<file path="config.mk">
export PLATFORM = sky130hd
export DESIGN_NAME = busCpuTop
export DESIGN_NICKNAME = d
export VERILOG_FILES = /design/src/rtl/isaPkg.sv /design/src/rtl/datapathPkg.sv /design/src/rtl/busCpuTop.sv /design/src/rtl/controlSequencer.sv /design/src/rtl/datapath.sv /design/src/rtl/alu.sv /design/src/rtl/busEncoder.sv /design/src/rtl/registerFile.sv /design/src/rtl/instrQueue.sv
export VERILOG_INCLUDE_DIRS = /design/src /design/src/include
export SDC_FILE = /design/constraint.sdc
export NUM_CORES = 2
export LEC_CHECK = 0
export BUFFER_PORTS_ARGS = -buffer_cell sky130_fd_sc_hd__buf_2
export CAP_MARGIN = 20
export CORE_MARGIN = 4
export CORE_UTILIZATION = 65
export CTS_CLUSTER_SIZE = 20
export DETAILED_ROUTE_END_ITERATION = 10
export PLACE_DENSITY = 0.82
export SYNTH_ARGS = -nofsm -noshare
export SYNTH_HDL_FRONTEND = slang
export SYNTH_SLANG_ARGS = --single-unit
</file>
<file path="constraint.sdc">
create_clock -name Clock -period 16.2 [get_ports Clock]
set_input_delay 2.43 -clock Clock [delete_from_list [all_inputs] [get_ports Clock]]
set_output_delay 2.43 -clock Clock [all_outputs]
set_load 0.1 [all_outputs]
</file>
<file path="src/include/busCpu_config.svh">
`ifndef BUSCPU_CONFIG_SVH
`define BUSCPU_CONFIG_SVH

// Queue depth is also the number of instruction credits the producer starts with.
`define BUSCPU_QUEUE_DEPTH 4

// Result records the consumer can hold before it returns a credit.
`define BUSCPU_RESULT_CREDITS 2

`endif
</file>
<file path="src/rtl/isaPkg.sv">
package isaPkg;

        // Any opcode value not listed here is illegal and gets skipped.
        typedef enum logic [4:0] {
                opAdd  = 5'b00011,
                opSub  = 5'b00100,
                opShr  = 5'b00101,
                opShl  = 5'b00110,
                opAnd  = 5'b01001,
                opOr   = 5'b01010,
                opAddi = 5'b01011,
                opMul  = 5'b01110
        } opcodeT;

        typedef struct packed {
                opcodeT      opcode;
                logic [3:0]  ra;        // Destination.
                logic [3:0]  rb;
                logic [3:0]  rc;
                logic [14:0] unused;
        } rFormatT;

        typedef struct packed {
                opcodeT             opcode;
                logic [3:0]         ra;
                logic [3:0]         rb;
                logic signed [18:0] imm;
        } iFormatT;

        // The same instruction word seen through either format.
        typedef union packed {
                rFormatT rFmt;
                iFormatT iFmt;
        } instrWordT;

        function automatic logic isLegalOp(opcodeT op);
                case (op)
                        opAdd, opSub, opAnd, opOr, opShl, opShr, opMul, opAddi: return 1'b1;
                        default: return 1'b0;
                endcase
        endfunction

endpackage

</file>
<file path="src/rtl/datapathPkg.sv">
package datapathPkg;

        // Which unit currently drives the shared bus.
        typedef enum logic [2:0] {
                srcNone = 3'd0,
                srcReg  = 3'd1,
                srcPc   = 3'd2,
                srcMdr  = 3'd3,
                srcZ    = 3'd4,
                srcImm  = 3'd5
        } busSrcT;

        typedef struct packed {
                logic           regOut;        // Drive enables, at most one high.
                logic           pcOut;
                logic           mdrOut;
                logic           zOut;
                logic           immOut;
                logic           mdrIn;
                logic           irIn;
                logic           yIn;
                logic           zIn;
                logic           regIn;
                logic           pcInc;
                logic [3:0]     regSel;
                isaPkg::opcodeT aluOp;
        } ctrlWordT;

        typedef struct packed {
                logic [3:0]  dest;
                logic [31:0] value;
                logic [3:0]  seq;      // Low PC bits at fetch.
        } resultT;

endpackage

</file>
<file path="src/rtl/busCpuTop.sv">
`timescale 1ns/1ps

module busCpuTop (
        input  logic                Clock,
        input  logic                rstN,
        input  logic                instrValid,
        input  isaPkg::instrWordT   instrWord,
        input  logic                resCredit,
        output logic                instrCredit,
        output logic                resValid,
        output datapathPkg::resultT resData
);
        import isaPkg::*;
        import datapathPkg::*;

        logic        queueEmpty;
        logic        pop;
        instrWordT   headWord;
        instrWordT   fetchWord;
        instrWordT   ir;
        ctrlWordT    ctrl;
        logic [31:0] zValue;
        logic [31:0] pc;

        instrQueue queue (
                .Clock       (Clock),
                .rstN        (rstN),
                .instrValid  (instrValid),
                .instrWord   (instrWord),
                .pop         (pop),
                .queueEmpty  (queueEmpty),
                .headWord    (headWord),
                .instrCredit (instrCredit)
        );

        controlSequencer sequencer (
                .Clock      (Clock),
                .rstN       (rstN),
                .queueEmpty (queueEmpty),
                .headWord   (headWord),
                .ir         (ir),
                .zValue     (zValue),
                .pc         (pc),
                .resCredit  (resCredit),
                .pop        (pop),
                .fetchWord  (fetchWord),
                .ctrl       (ctrl),
                .resValid   (resValid),
                .resData    (resData)
        );

        datapath dp (
                .Clock     (Clock),
                .rstN      (rstN),
                .ctrl      (ctrl),
                .fetchWord (fetchWord),
                .ir        (ir),
                .zValue    (zValue),
                .pc        (pc)
        );

endmodule

</file>
<file path="src/rtl/controlSequencer.sv">
`timescale 1ns/1ps
`include "busCpu_config.svh"

module controlSequencer (
        input  logic                  Clock,
        input  logic                  rstN,
        input  logic                  queueEmpty,
        input  isaPkg::instrWordT     headWord,
        input  isaPkg::instrWordT     ir,
        input  logic [31:0]           zValue,
        input  logic [31:0]           pc,
        input  logic                  resCredit,
        output logic                  pop,
        output isaPkg::instrWordT     fetchWord,
        output datapathPkg::ctrlWordT ctrl,
        output logic                  resValid,
        output datapathPkg::resultT   resData
);
        import isaPkg::*;

        localparam int creditWidth = $clog2(`BUSCPU_RESULT_CREDITS + 1);

        typedef enum logic [2:0] {
                stepIdle,
                stepT1,
                stepT2,
                stepT3,
                stepT4,
                stepT5
        } stepT;

        stepT                   step;
        stepT                   nextStep;
        logic [creditWidth-1:0] creditCount;
        logic [3:0]             seqReg;
        opcodeT                 opcode;
        logic                   start;

        assign opcode = ir.rFmt.opcode;
        assign start = !queueEmpty && (creditCount != '0);

        // The head word is read during T1 and leaves the queue at the end of it.
        assign pop = (step == stepT1);
        assign fetchWord = headWord;

        assign resValid = (step == stepT5);
        assign resData.dest = ir.rFmt.ra;
        assign resData.value = zValue;
        assign resData.seq = seqReg;

        always_comb begin
                nextStep = step;
                case (step)
                        stepIdle: nextStep = start ? stepT1 : stepIdle;
                        stepT1:   nextStep = stepT2;
                        stepT2:   nextStep = stepT3;
                        stepT3:   nextStep = isLegalOp(opcode) ? stepT4 : stepIdle;
                        stepT4:   nextStep = stepT5;
                        default:  nextStep = stepIdle;
                endcase
        end

        always_comb begin
                ctrl = '0;
                ctrl.aluOp = opcode;
                case (step)
                        stepT1: begin
                                ctrl.mdrIn = 1'b1;
                                ctrl.pcInc = 1'b1;
                        end
                        stepT2: begin
                                ctrl.mdrOut = 1'b1;
                                ctrl.irIn = 1'b1;
                        end
                        stepT3: begin
                                if (isLegalOp(opcode)) begin
                                        ctrl.regOut = 1'b1;
                                        ctrl.regSel = ir.rFmt.rb;
                                        ctrl.yIn = 1'b1;
                                end
                        end
                        stepT4: begin
                                if (opcode == opAddi) begin
                                        ctrl.immOut = 1'b1;
                                end else begin
                                        ctrl.regOut = 1'b1;
                                        ctrl.regSel = ir.rFmt.rc;
                                end
                                ctrl.zIn = 1'b1;
                        end
                        stepT5: begin
                                ctrl.zOut = 1'b1;
                                ctrl.regIn = 1'b1;
                                ctrl.regSel = ir.rFmt.ra;
                        end
                        default: ;
                endcase
        end

        always_ff @(posedge Clock) begin
                if (!rstN) begin
                        step <= stepIdle;
                        creditCount <= creditWidth'(`BUSCPU_RESULT_CREDITS);
                        seqReg <= 4'd0;
                end else begin
                        step <= nextStep;
                        if (step == stepT1) begin
                                seqReg <= pc[3:0];      // PC still holds this word's address.
                        end
                        case ({resCredit, resValid})
                                2'b10: creditCount <= creditCount + 1'b1;
                                2'b01: creditCount <= creditCount - 1'b1;
                                default: creditCount <= creditCount;
                        endcase
                end
        end

endmodule

</file>
<file path="src/rtl/datapath.sv">
`timescale 1ns/1ps

module datapath (
        input  logic                  Clock,
        input  logic                  rstN,
        input  datapathPkg::ctrlWordT ctrl,
        input  isaPkg::instrWordT     fetchWord,
        output isaPkg::instrWordT     ir,
        output logic [31:0]           zValue,
        output logic [31:0]           pc
);
        import datapathPkg::*;

        busSrcT      busSrc;
        logic [31:0] bus;
        logic [31:0] regData;
        logic [31:0] mdr;
        logic [31:0] yReg;
        logic [31:0] aluResult;
        logic [31:0] immValue;

        assign immValue = {{13{ir.iFmt.imm[18]}}, ir.iFmt.imm};

        registerFile regFile (
                .Clock   (Clock),
                .rstN    (rstN),
                .regSel  (ctrl.regSel),
                .regIn   (ctrl.regIn),
                .busIn   (bus),
                .regData (regData)
        );

        busEncoder encoder (
                .ctrl     (ctrl),
                .regData  (regData),
                .pcValue  (pc),
                .mdrValue (mdr),
                .zValue   (zValue),
                .immValue (immValue),
                .busSrc   (busSrc),
                .bus      (bus)
        );

        alu aluUnit (
                .op     (ctrl.aluOp),
                .a      (yReg),
                .b      (bus),
                .result (aluResult)
        );

        always_ff @(posedge Clock) begin
                if (!rstN) begin
                        pc <= 32'd0;
                        ir <= '0;
                end else begin
                        if (ctrl.pcInc) begin
                                pc <= pc + 32'd1;       // One word per instruction.
                        end
                        if (ctrl.irIn) begin
                                ir <= bus;
                        end
                end
        end

        always_ff @(posedge Clock) begin
                // MDR takes the fetched word unless something drives the bus.
                if (ctrl.mdrIn) begin
                        mdr <= (busSrc == srcNone) ? fetchWord : bus;
                end
                if (ctrl.yIn) begin
                        yReg <= bus;
                end
                if (ctrl.zIn) begin
                        zValue <= aluResult;
                end
        end

endmodule

</file>
<file path="src/rtl/alu.sv">
`timescale 1ns/1ps

module alu (
        input  isaPkg::opcodeT op,
        input  logic [31:0]    a,
        input  logic [31:0]    b,
        output logic [31:0]    result
);
        import isaPkg::*;

        always_comb begin
                case (op)
                        opAdd, opAddi: result = a + b;
                        opSub:         result = a - b;
                        opAnd:         result = a & b;
                        opOr:          result = a | b;
                        opShl:         result = a << b[4:0];
                        opShr:         result = a >> b[4:0];   // Logical shift.
                        opMul:         result = a * b;         // Low half of the product.
                        default:       result = 32'd0;
                endcase
        end

endmodule

</file>
<file path="src/rtl/busEncoder.sv">
`timescale 1ns/1ps

module busEncoder (
        input  datapathPkg::ctrlWordT ctrl,
        input  logic [31:0]           regData,
        input  logic [31:0]           pcValue,
        input  logic [31:0]           mdrValue,
        input  logic [31:0]           zValue,
        input  logic [31:0]           immValue,
        output datapathPkg::busSrcT   busSrc,
        output logic [31:0]           bus
);
        import datapathPkg::*;

        always_comb begin
                if (ctrl.regOut) begin
                        busSrc = srcReg;
                end else if (ctrl.pcOut) begin
                        busSrc = srcPc;
                end else if (ctrl.mdrOut) begin
                        busSrc = srcMdr;
                end else if (ctrl.zOut) begin
                        busSrc = srcZ;
                end else if (ctrl.immOut) begin
                        busSrc = srcImm;
                end else begin
                        busSrc = srcNone;
                end
        end

        always_comb begin
                case (busSrc)
                        srcReg:  bus = regData;
                        srcPc:   bus = pcValue;
                        srcMdr:  bus = mdrValue;
                        srcZ:    bus = zValue;
                        srcImm:  bus = immValue;
                        default: bus = 32'd0;   // Undriven bus reads as zero.
                endcase
        end

endmodule

</file>
<file path="src/rtl/registerFile.sv">
`timescale 1ns/1ps

module registerFile (
        input  logic        Clock,
        input  logic        rstN,
        input  logic [3:0]  regSel,
        input  logic        regIn,
        input  logic [31:0] busIn,
        output logic [31:0] regData
);
        logic [31:0] regs [16];

        // R0 is hardwired to zero on the read side.
        assign regData = (regSel == 4'd0) ? 32'd0 : regs[regSel];

        always_ff @(posedge Clock) begin
                if (!rstN) begin
                        for (int i = 0; i < 16; i++) begin
                                regs[i] <= 32'd0;
                        end
                end else if (regIn && regSel != 4'd0) begin
                        regs[regSel] <= busIn;
                end
        end

endmodule

</file>
<file path="src/rtl/instrQueue.sv">
`timescale 1ns/1ps
`include "busCpu_config.svh"

module instrQueue (
        input  logic              Clock,
        input  logic              rstN,
        input  logic              instrValid,
        input  isaPkg::instrWordT instrWord,
        input  logic              pop,
        output logic              queueEmpty,
        output isaPkg::instrWordT headWord,
        output logic              instrCredit
);
        import isaPkg::*;

        localparam int queueDepth = `BUSCPU_QUEUE_DEPTH;
        localparam int ptrWidth = (queueDepth > 1) ? $clog2(queueDepth) : 1;
        localparam int countWidth = $clog2(queueDepth + 1);
        localparam logic [ptrWidth-1:0] lastIdx = ptrWidth'(queueDepth - 1);

        instrWordT             mem [queueDepth];
        logic [ptrWidth-1:0]   wrPtr;
        logic [ptrWidth-1:0]   rdPtr;
        logic [countWidth-1:0] count;
        logic                  doPop;

        assign queueEmpty = (count == '0);
        assign headWord = mem[rdPtr];
        assign doPop = pop && !queueEmpty;      // The producer's credits keep pushes from overflowing.

        always_ff @(posedge Clock) begin
                if (instrValid) begin
                        mem[wrPtr] <= instrWord;
                end
        end

        always_ff @(posedge Clock) begin
                if (!rstN) begin
                        wrPtr <= '0;
                        rdPtr <= '0;
                        count <= '0;
                        instrCredit <= 1'b0;
                end else begin
                        if (instrValid) begin
                                wrPtr <= (wrPtr == lastIdx) ? '0 : wrPtr + 1'b1;
                        end
                        if (doPop) begin
                                rdPtr <= (rdPtr == lastIdx) ? '0 : rdPtr + 1'b1;
                        end
                        case ({instrValid, doPop})
                                2'b10: count <= count + 1'b1;
                                2'b01: count <= count - 1'b1;
                                default: count <= count;
                        endcase
                        instrCredit <= doPop;   // One freed slot gives back one credit.
                end
        end

endmodule

</file>
==> flow_metrics.py <==
metrics = {
    "run_status": {
        "status": "complete, but fails checks",
        "violations_in_the_final_reports": "max-slew violations",
    },
    "logic_synthesis": {
        "synth_enable_flop_cells": 730,
        "synthDominantAreaCellType": "edfxtp_1",
        "synth_area_per_cell_um2": 10.39,
        "ys.flop_type": "edfxtp_1",
        "async_flop_share": 0,
        "synth_commonest_cells": "nand2_1, edfxtp_1, nor2_1, inv_1, fa_1",
        "synth.lib_cells_used.distinct": 100,
        "postSynthCellCount": 5269,
        "yosysMostFrequentCell": "nand2_1",
        "syn_area_um2": 54760,
        "sequential_share_of_the_synthesized_area": 0.4201,
        "ys_ff_latch": 784,
        "synth.top_cells.by_area": "edfxtp_1, fa_1, nand2_1",
        "synthesis.yosys.warnings": 0,
        "synth_top_area_frac": 0.4003,
    },
    "timing": {
        "setup_viol": 0,
        "ratio_of_final_minimum_period_to_clock_period": 0.8096,
        "number_of_pins_with_negative_max_slew_slack_in_the_final_report": 1,
        "tightestPinTransition_ns": 1.521,
        "unrepaired_setup_endpoints_after_global_routing": "no",
        "worst_slew_margin_rel": -0.01400,
        "final_hold_viols": 0,
        "layout_min_cycle_time_ns": 13.12,
        "tns_ns": 0,
        "fmax_mhz": 76.25,
        "final_setup_skew_ns": 0.04018,
        "finalHoldWorstSlack_ns": 0.4604,
    },
    "final_layout": {
        "layout.cells.non_filler": 6327,
        "design.final.nets": 5789,
        "final_layout_size_suffix_gt1_frac": 0.08737,
        "area_growth_syn_to_layout_pct": 7.182,
        "final_design_area_no_fill_um2": 58690,
    },
    "floorplanning": {
        "pin_count": 78,
        "floorplan.initialDensity": 0.6553,
        "dieHeight_um": 298.2,
        "floorplan.die_area_um2": 88950,
        "die_width_um": 298.2,
        "core_um2": 83560,
        "rows": 106,
    },
    "setup_path": {
        "critical_path_buf_inv_count": 7,
        "worst-endpoint-required_ns": 16.59,
        "reg2regPathDepth": 38,
        "worstReg2RegStart": "sequencer.step[0]$_SDFF_PN0_",
        "cell_at_the_slowest_stage_of_the_critical_path": "a21boi_4",
        "slowest_delay_ns": 0.89,
        "worst_setup_path_start_kind": "flop",
        "timing.setup.critical_path_class": "reg2reg",
        "critical_path.endpoint_type": "flop",
        "critical_path.max_fanout": 80,
        "critPathTopFamily": "compound AO/OA/AOI/OAI gates",
        "arr_time_crit_path_ns": 13.51,
        "critical_path.reg2reg.endpoint": "dp.zValue[31]$_DFFE_PP_",
        "r2r_setup_slack_ns": 3.08,
        "crit_top_cell": "fa_1",
    },
    "placement": {
        "place.detailed.instances": 6172,
        "globalplace.congestion": 1.016,
        "placedInstanceArea_um2": 55960,
        "post-dp-hpwl_um": 116600,
        "io_buffer_count": 77,
    },
    "clocking": {
        "worst_setup_hold_path_clk_slew_ns": 0.07,
        "clk_latency_ns": 0.67,
        "cts_tree": "done",
        "cts_htree_levels": 3,
        "cts_sinks": 784,
        "post_cts.repair.setup_buffers": 0,
        "cts.root.buffer_cell": "clkbuf_16",
        "cts_made_buffers": 81,
        "hold_buffers": 0,
        "clock_tree.buffer_depth": 3,
        "post_cts_resized": 0,
    },
    "drt": {
        "dr_total_vias": 42600,
        "number_of_violations_reported_at_the_end_of_detailed_routing_iteration_0": 5968,
        "drt_pass1_iterations": 9,
        "wl_um": 177100,
        "routed_wire_per_std_cell_um": 27.99,
        "remaining_drc_errors": 0,
        "viasPerCell": 6.734,
        "antenna_violating_nets_post_route": 0,
    },
    "power": {
        "cellInternalPower_mw": 6.068,
        "power_density_nw_per_um2": 190.9,
        "total_leakage_power_nw": 23.37,
        "p_comb_frac": 0.612,
        "switchingPower_mw": 5.139,
        "peakVddDrop_uv": 265.5,
        "power.share.sequential": 0.217,
        "switching_share": 0.4585,
        "clkPwrFrac": 0.171,
    },
    "worst_hold_path": {
        "min_path_type": "reg2reg",
        "worstHoldPathCells": 2,
        "hold-path-endpoint": "dp.ir[9]$_SDFFE_PN0N_",
        "hold_path_origin": "dp.ir[9]$_SDFFE_PN0N_",
    },
    "grt": {
        "via_count_of_the_first_global_routing_pass": 42630,
        "grt_max_degree": 125,
        "grt.total_usage": 0.3956,
        "gr-total-overflow": 0,
        "grt_first_pass_wirelength_um": 264900,
        "grt_antenna_before_repair": 12,
    },
    "job": {
        "cap_viol_max_count": 0,
    },
}
-- power by group through the flow --
stage	Clock (mW)	Sequential, mW	Combinational, mW
floorplan	0	2.44	4.72
global placement	0	2.46	6.54
detailed placement	0	2.47	6.65
CTS	1.91	2.43	6.71
global route	2.00	2.44	7.38
finish	1.92	2.43	6.85
-- metrics by stage --
step / util / total power [mW] / setup WS, ns
6_report: 0.7024 / 11.21 / 3.085
5_1_grt: 0.7023 / 11.82 / 2.638
4_1_cts: 0.7021 / 11.05 / 3.396
3_5_place_dp: 0.6697 / 9.117 / 3.455
3_3_place_gp: 0.6697 / 9.008 / 3.658
2_1_floorplan: - / 7.160 / 3.707
-- state kept, by name, summed over array words and instances (netlist names), named ones only --
signal / flops
sequencer.step: 3
dp.pc: 4
sequencer.seqReg: 4
queue.rdPtr: 2
queue.instrCredit: 1
dp.regFile.regs: 506
sequencer.creditCount: 2
dp.mdr: 32
dp.zValue: 32
queue.mem: 128
queue.wrPtr: 2
dp.yReg: 32
dp.ir: 32
queue.count: 3
-- worst max path at each step --
| stage | start | endpoint | slack (ns) | cells after the start |
|---|---|---|---|---|
| global route | sequencer.step[0]$_SDFF_PN0_ | dp.zValue[31]$_DFFE_PP_ | 2.64 | 38 |
| finish | sequencer.step[0]$_SDFF_PN0_ | dp.zValue[31]$_DFFE_PP_ | 3.08 | 38 |
| global placement | sequencer.step[0]$_SDFF_PN0_ | dp.zValue[31]$_DFFE_PP_ | 3.66 | 37 |
| floorplan | sequencer.step[2]$_SDFF_PN0_ | dp.zValue[31]$_DFFE_PP_ | 3.71 | 38 |
| CTS | sequencer.step[0]$_SDFF_PN0_ | dp.zValue[31]$_DFFE_PP_ | 3.40 | 37 |
| detailed placement | sequencer.step[0]$_SDFF_PN0_ | dp.zValue[31]$_DFFE_PP_ | 3.45 | 37 |
-- routing by layer --
metal	global-route usage	up-vias	routed length, um
li1	-	17670	-
met1	0.5111	20720	59720
met2	0.5991	3390	78080
met3	0.1005	818	24750
met4	0.2570	6	14500
met5	0	-	40
-- logic make-up (layout without fill, tap and decap cells) --
logic type | count (synthesis) | count (layout) | synth area share
muxes | 265 | 265 | 0.05653
buffers and inverters | 881 | 829 | 0.06599
DFF | 784 | 784 | 0.4201
other | 1 | 31 | 0.00006848
AOI/OAI and AO/OA | 685 | 685 | 0.08948
xor gates and xnor gates | 141 | 141 | 0.02344
adders and majority gates | 576 | 576 | 0.1878
and+or+nand+nor | 1936 | 1936 | 0.1566
-- placed cells by master (no fill, tap or decap), types with 78 or more instances in the layout --
master	synthesis	layout
xnor2_1	110	110
nand3_1	111	110
nor2_1	634	632
a21oi_1	140	140
buf_2	67	78
mux2i_1	208	208
clkbuf_16	0	84
nand2_1	750	747
edfxtp_1	730	730
inv_1	444	441
ha_1	166	166
buf_4	25	133
and2_1	96	96
o21ai_0	114	114
nor2b_1	184	182
fa_1	410	410
-- cell type report --
cell class | instances | area (um2)
multi-input combinational | 3629 | 28410
fill | 5872 | 24870
sequential | 784 | 23000
clock buffer | 102 | 2200
inverter | 466 | 1750
timing repair buffer | 215 | 1456
tap | 1080 | 1351
clock inverter | 46 | 509.2
antenna | 5 | 12.51
-- worst reg2reg max path: cells and delay by family (launching register included) --
| family | cells | cell delay, ns |
|---|---|---|
| compound gates | 12 | 3.72 |
| xor+xnor | 1 | 0.47 |
| fa+ha+maj | 9 | 3.47 |
| buf+inv | 7 | 2.46 |
| flops | 1 | 0.60 |
| simple gates | 9 | 2.13 |
(Power assumes the default switching activity.)
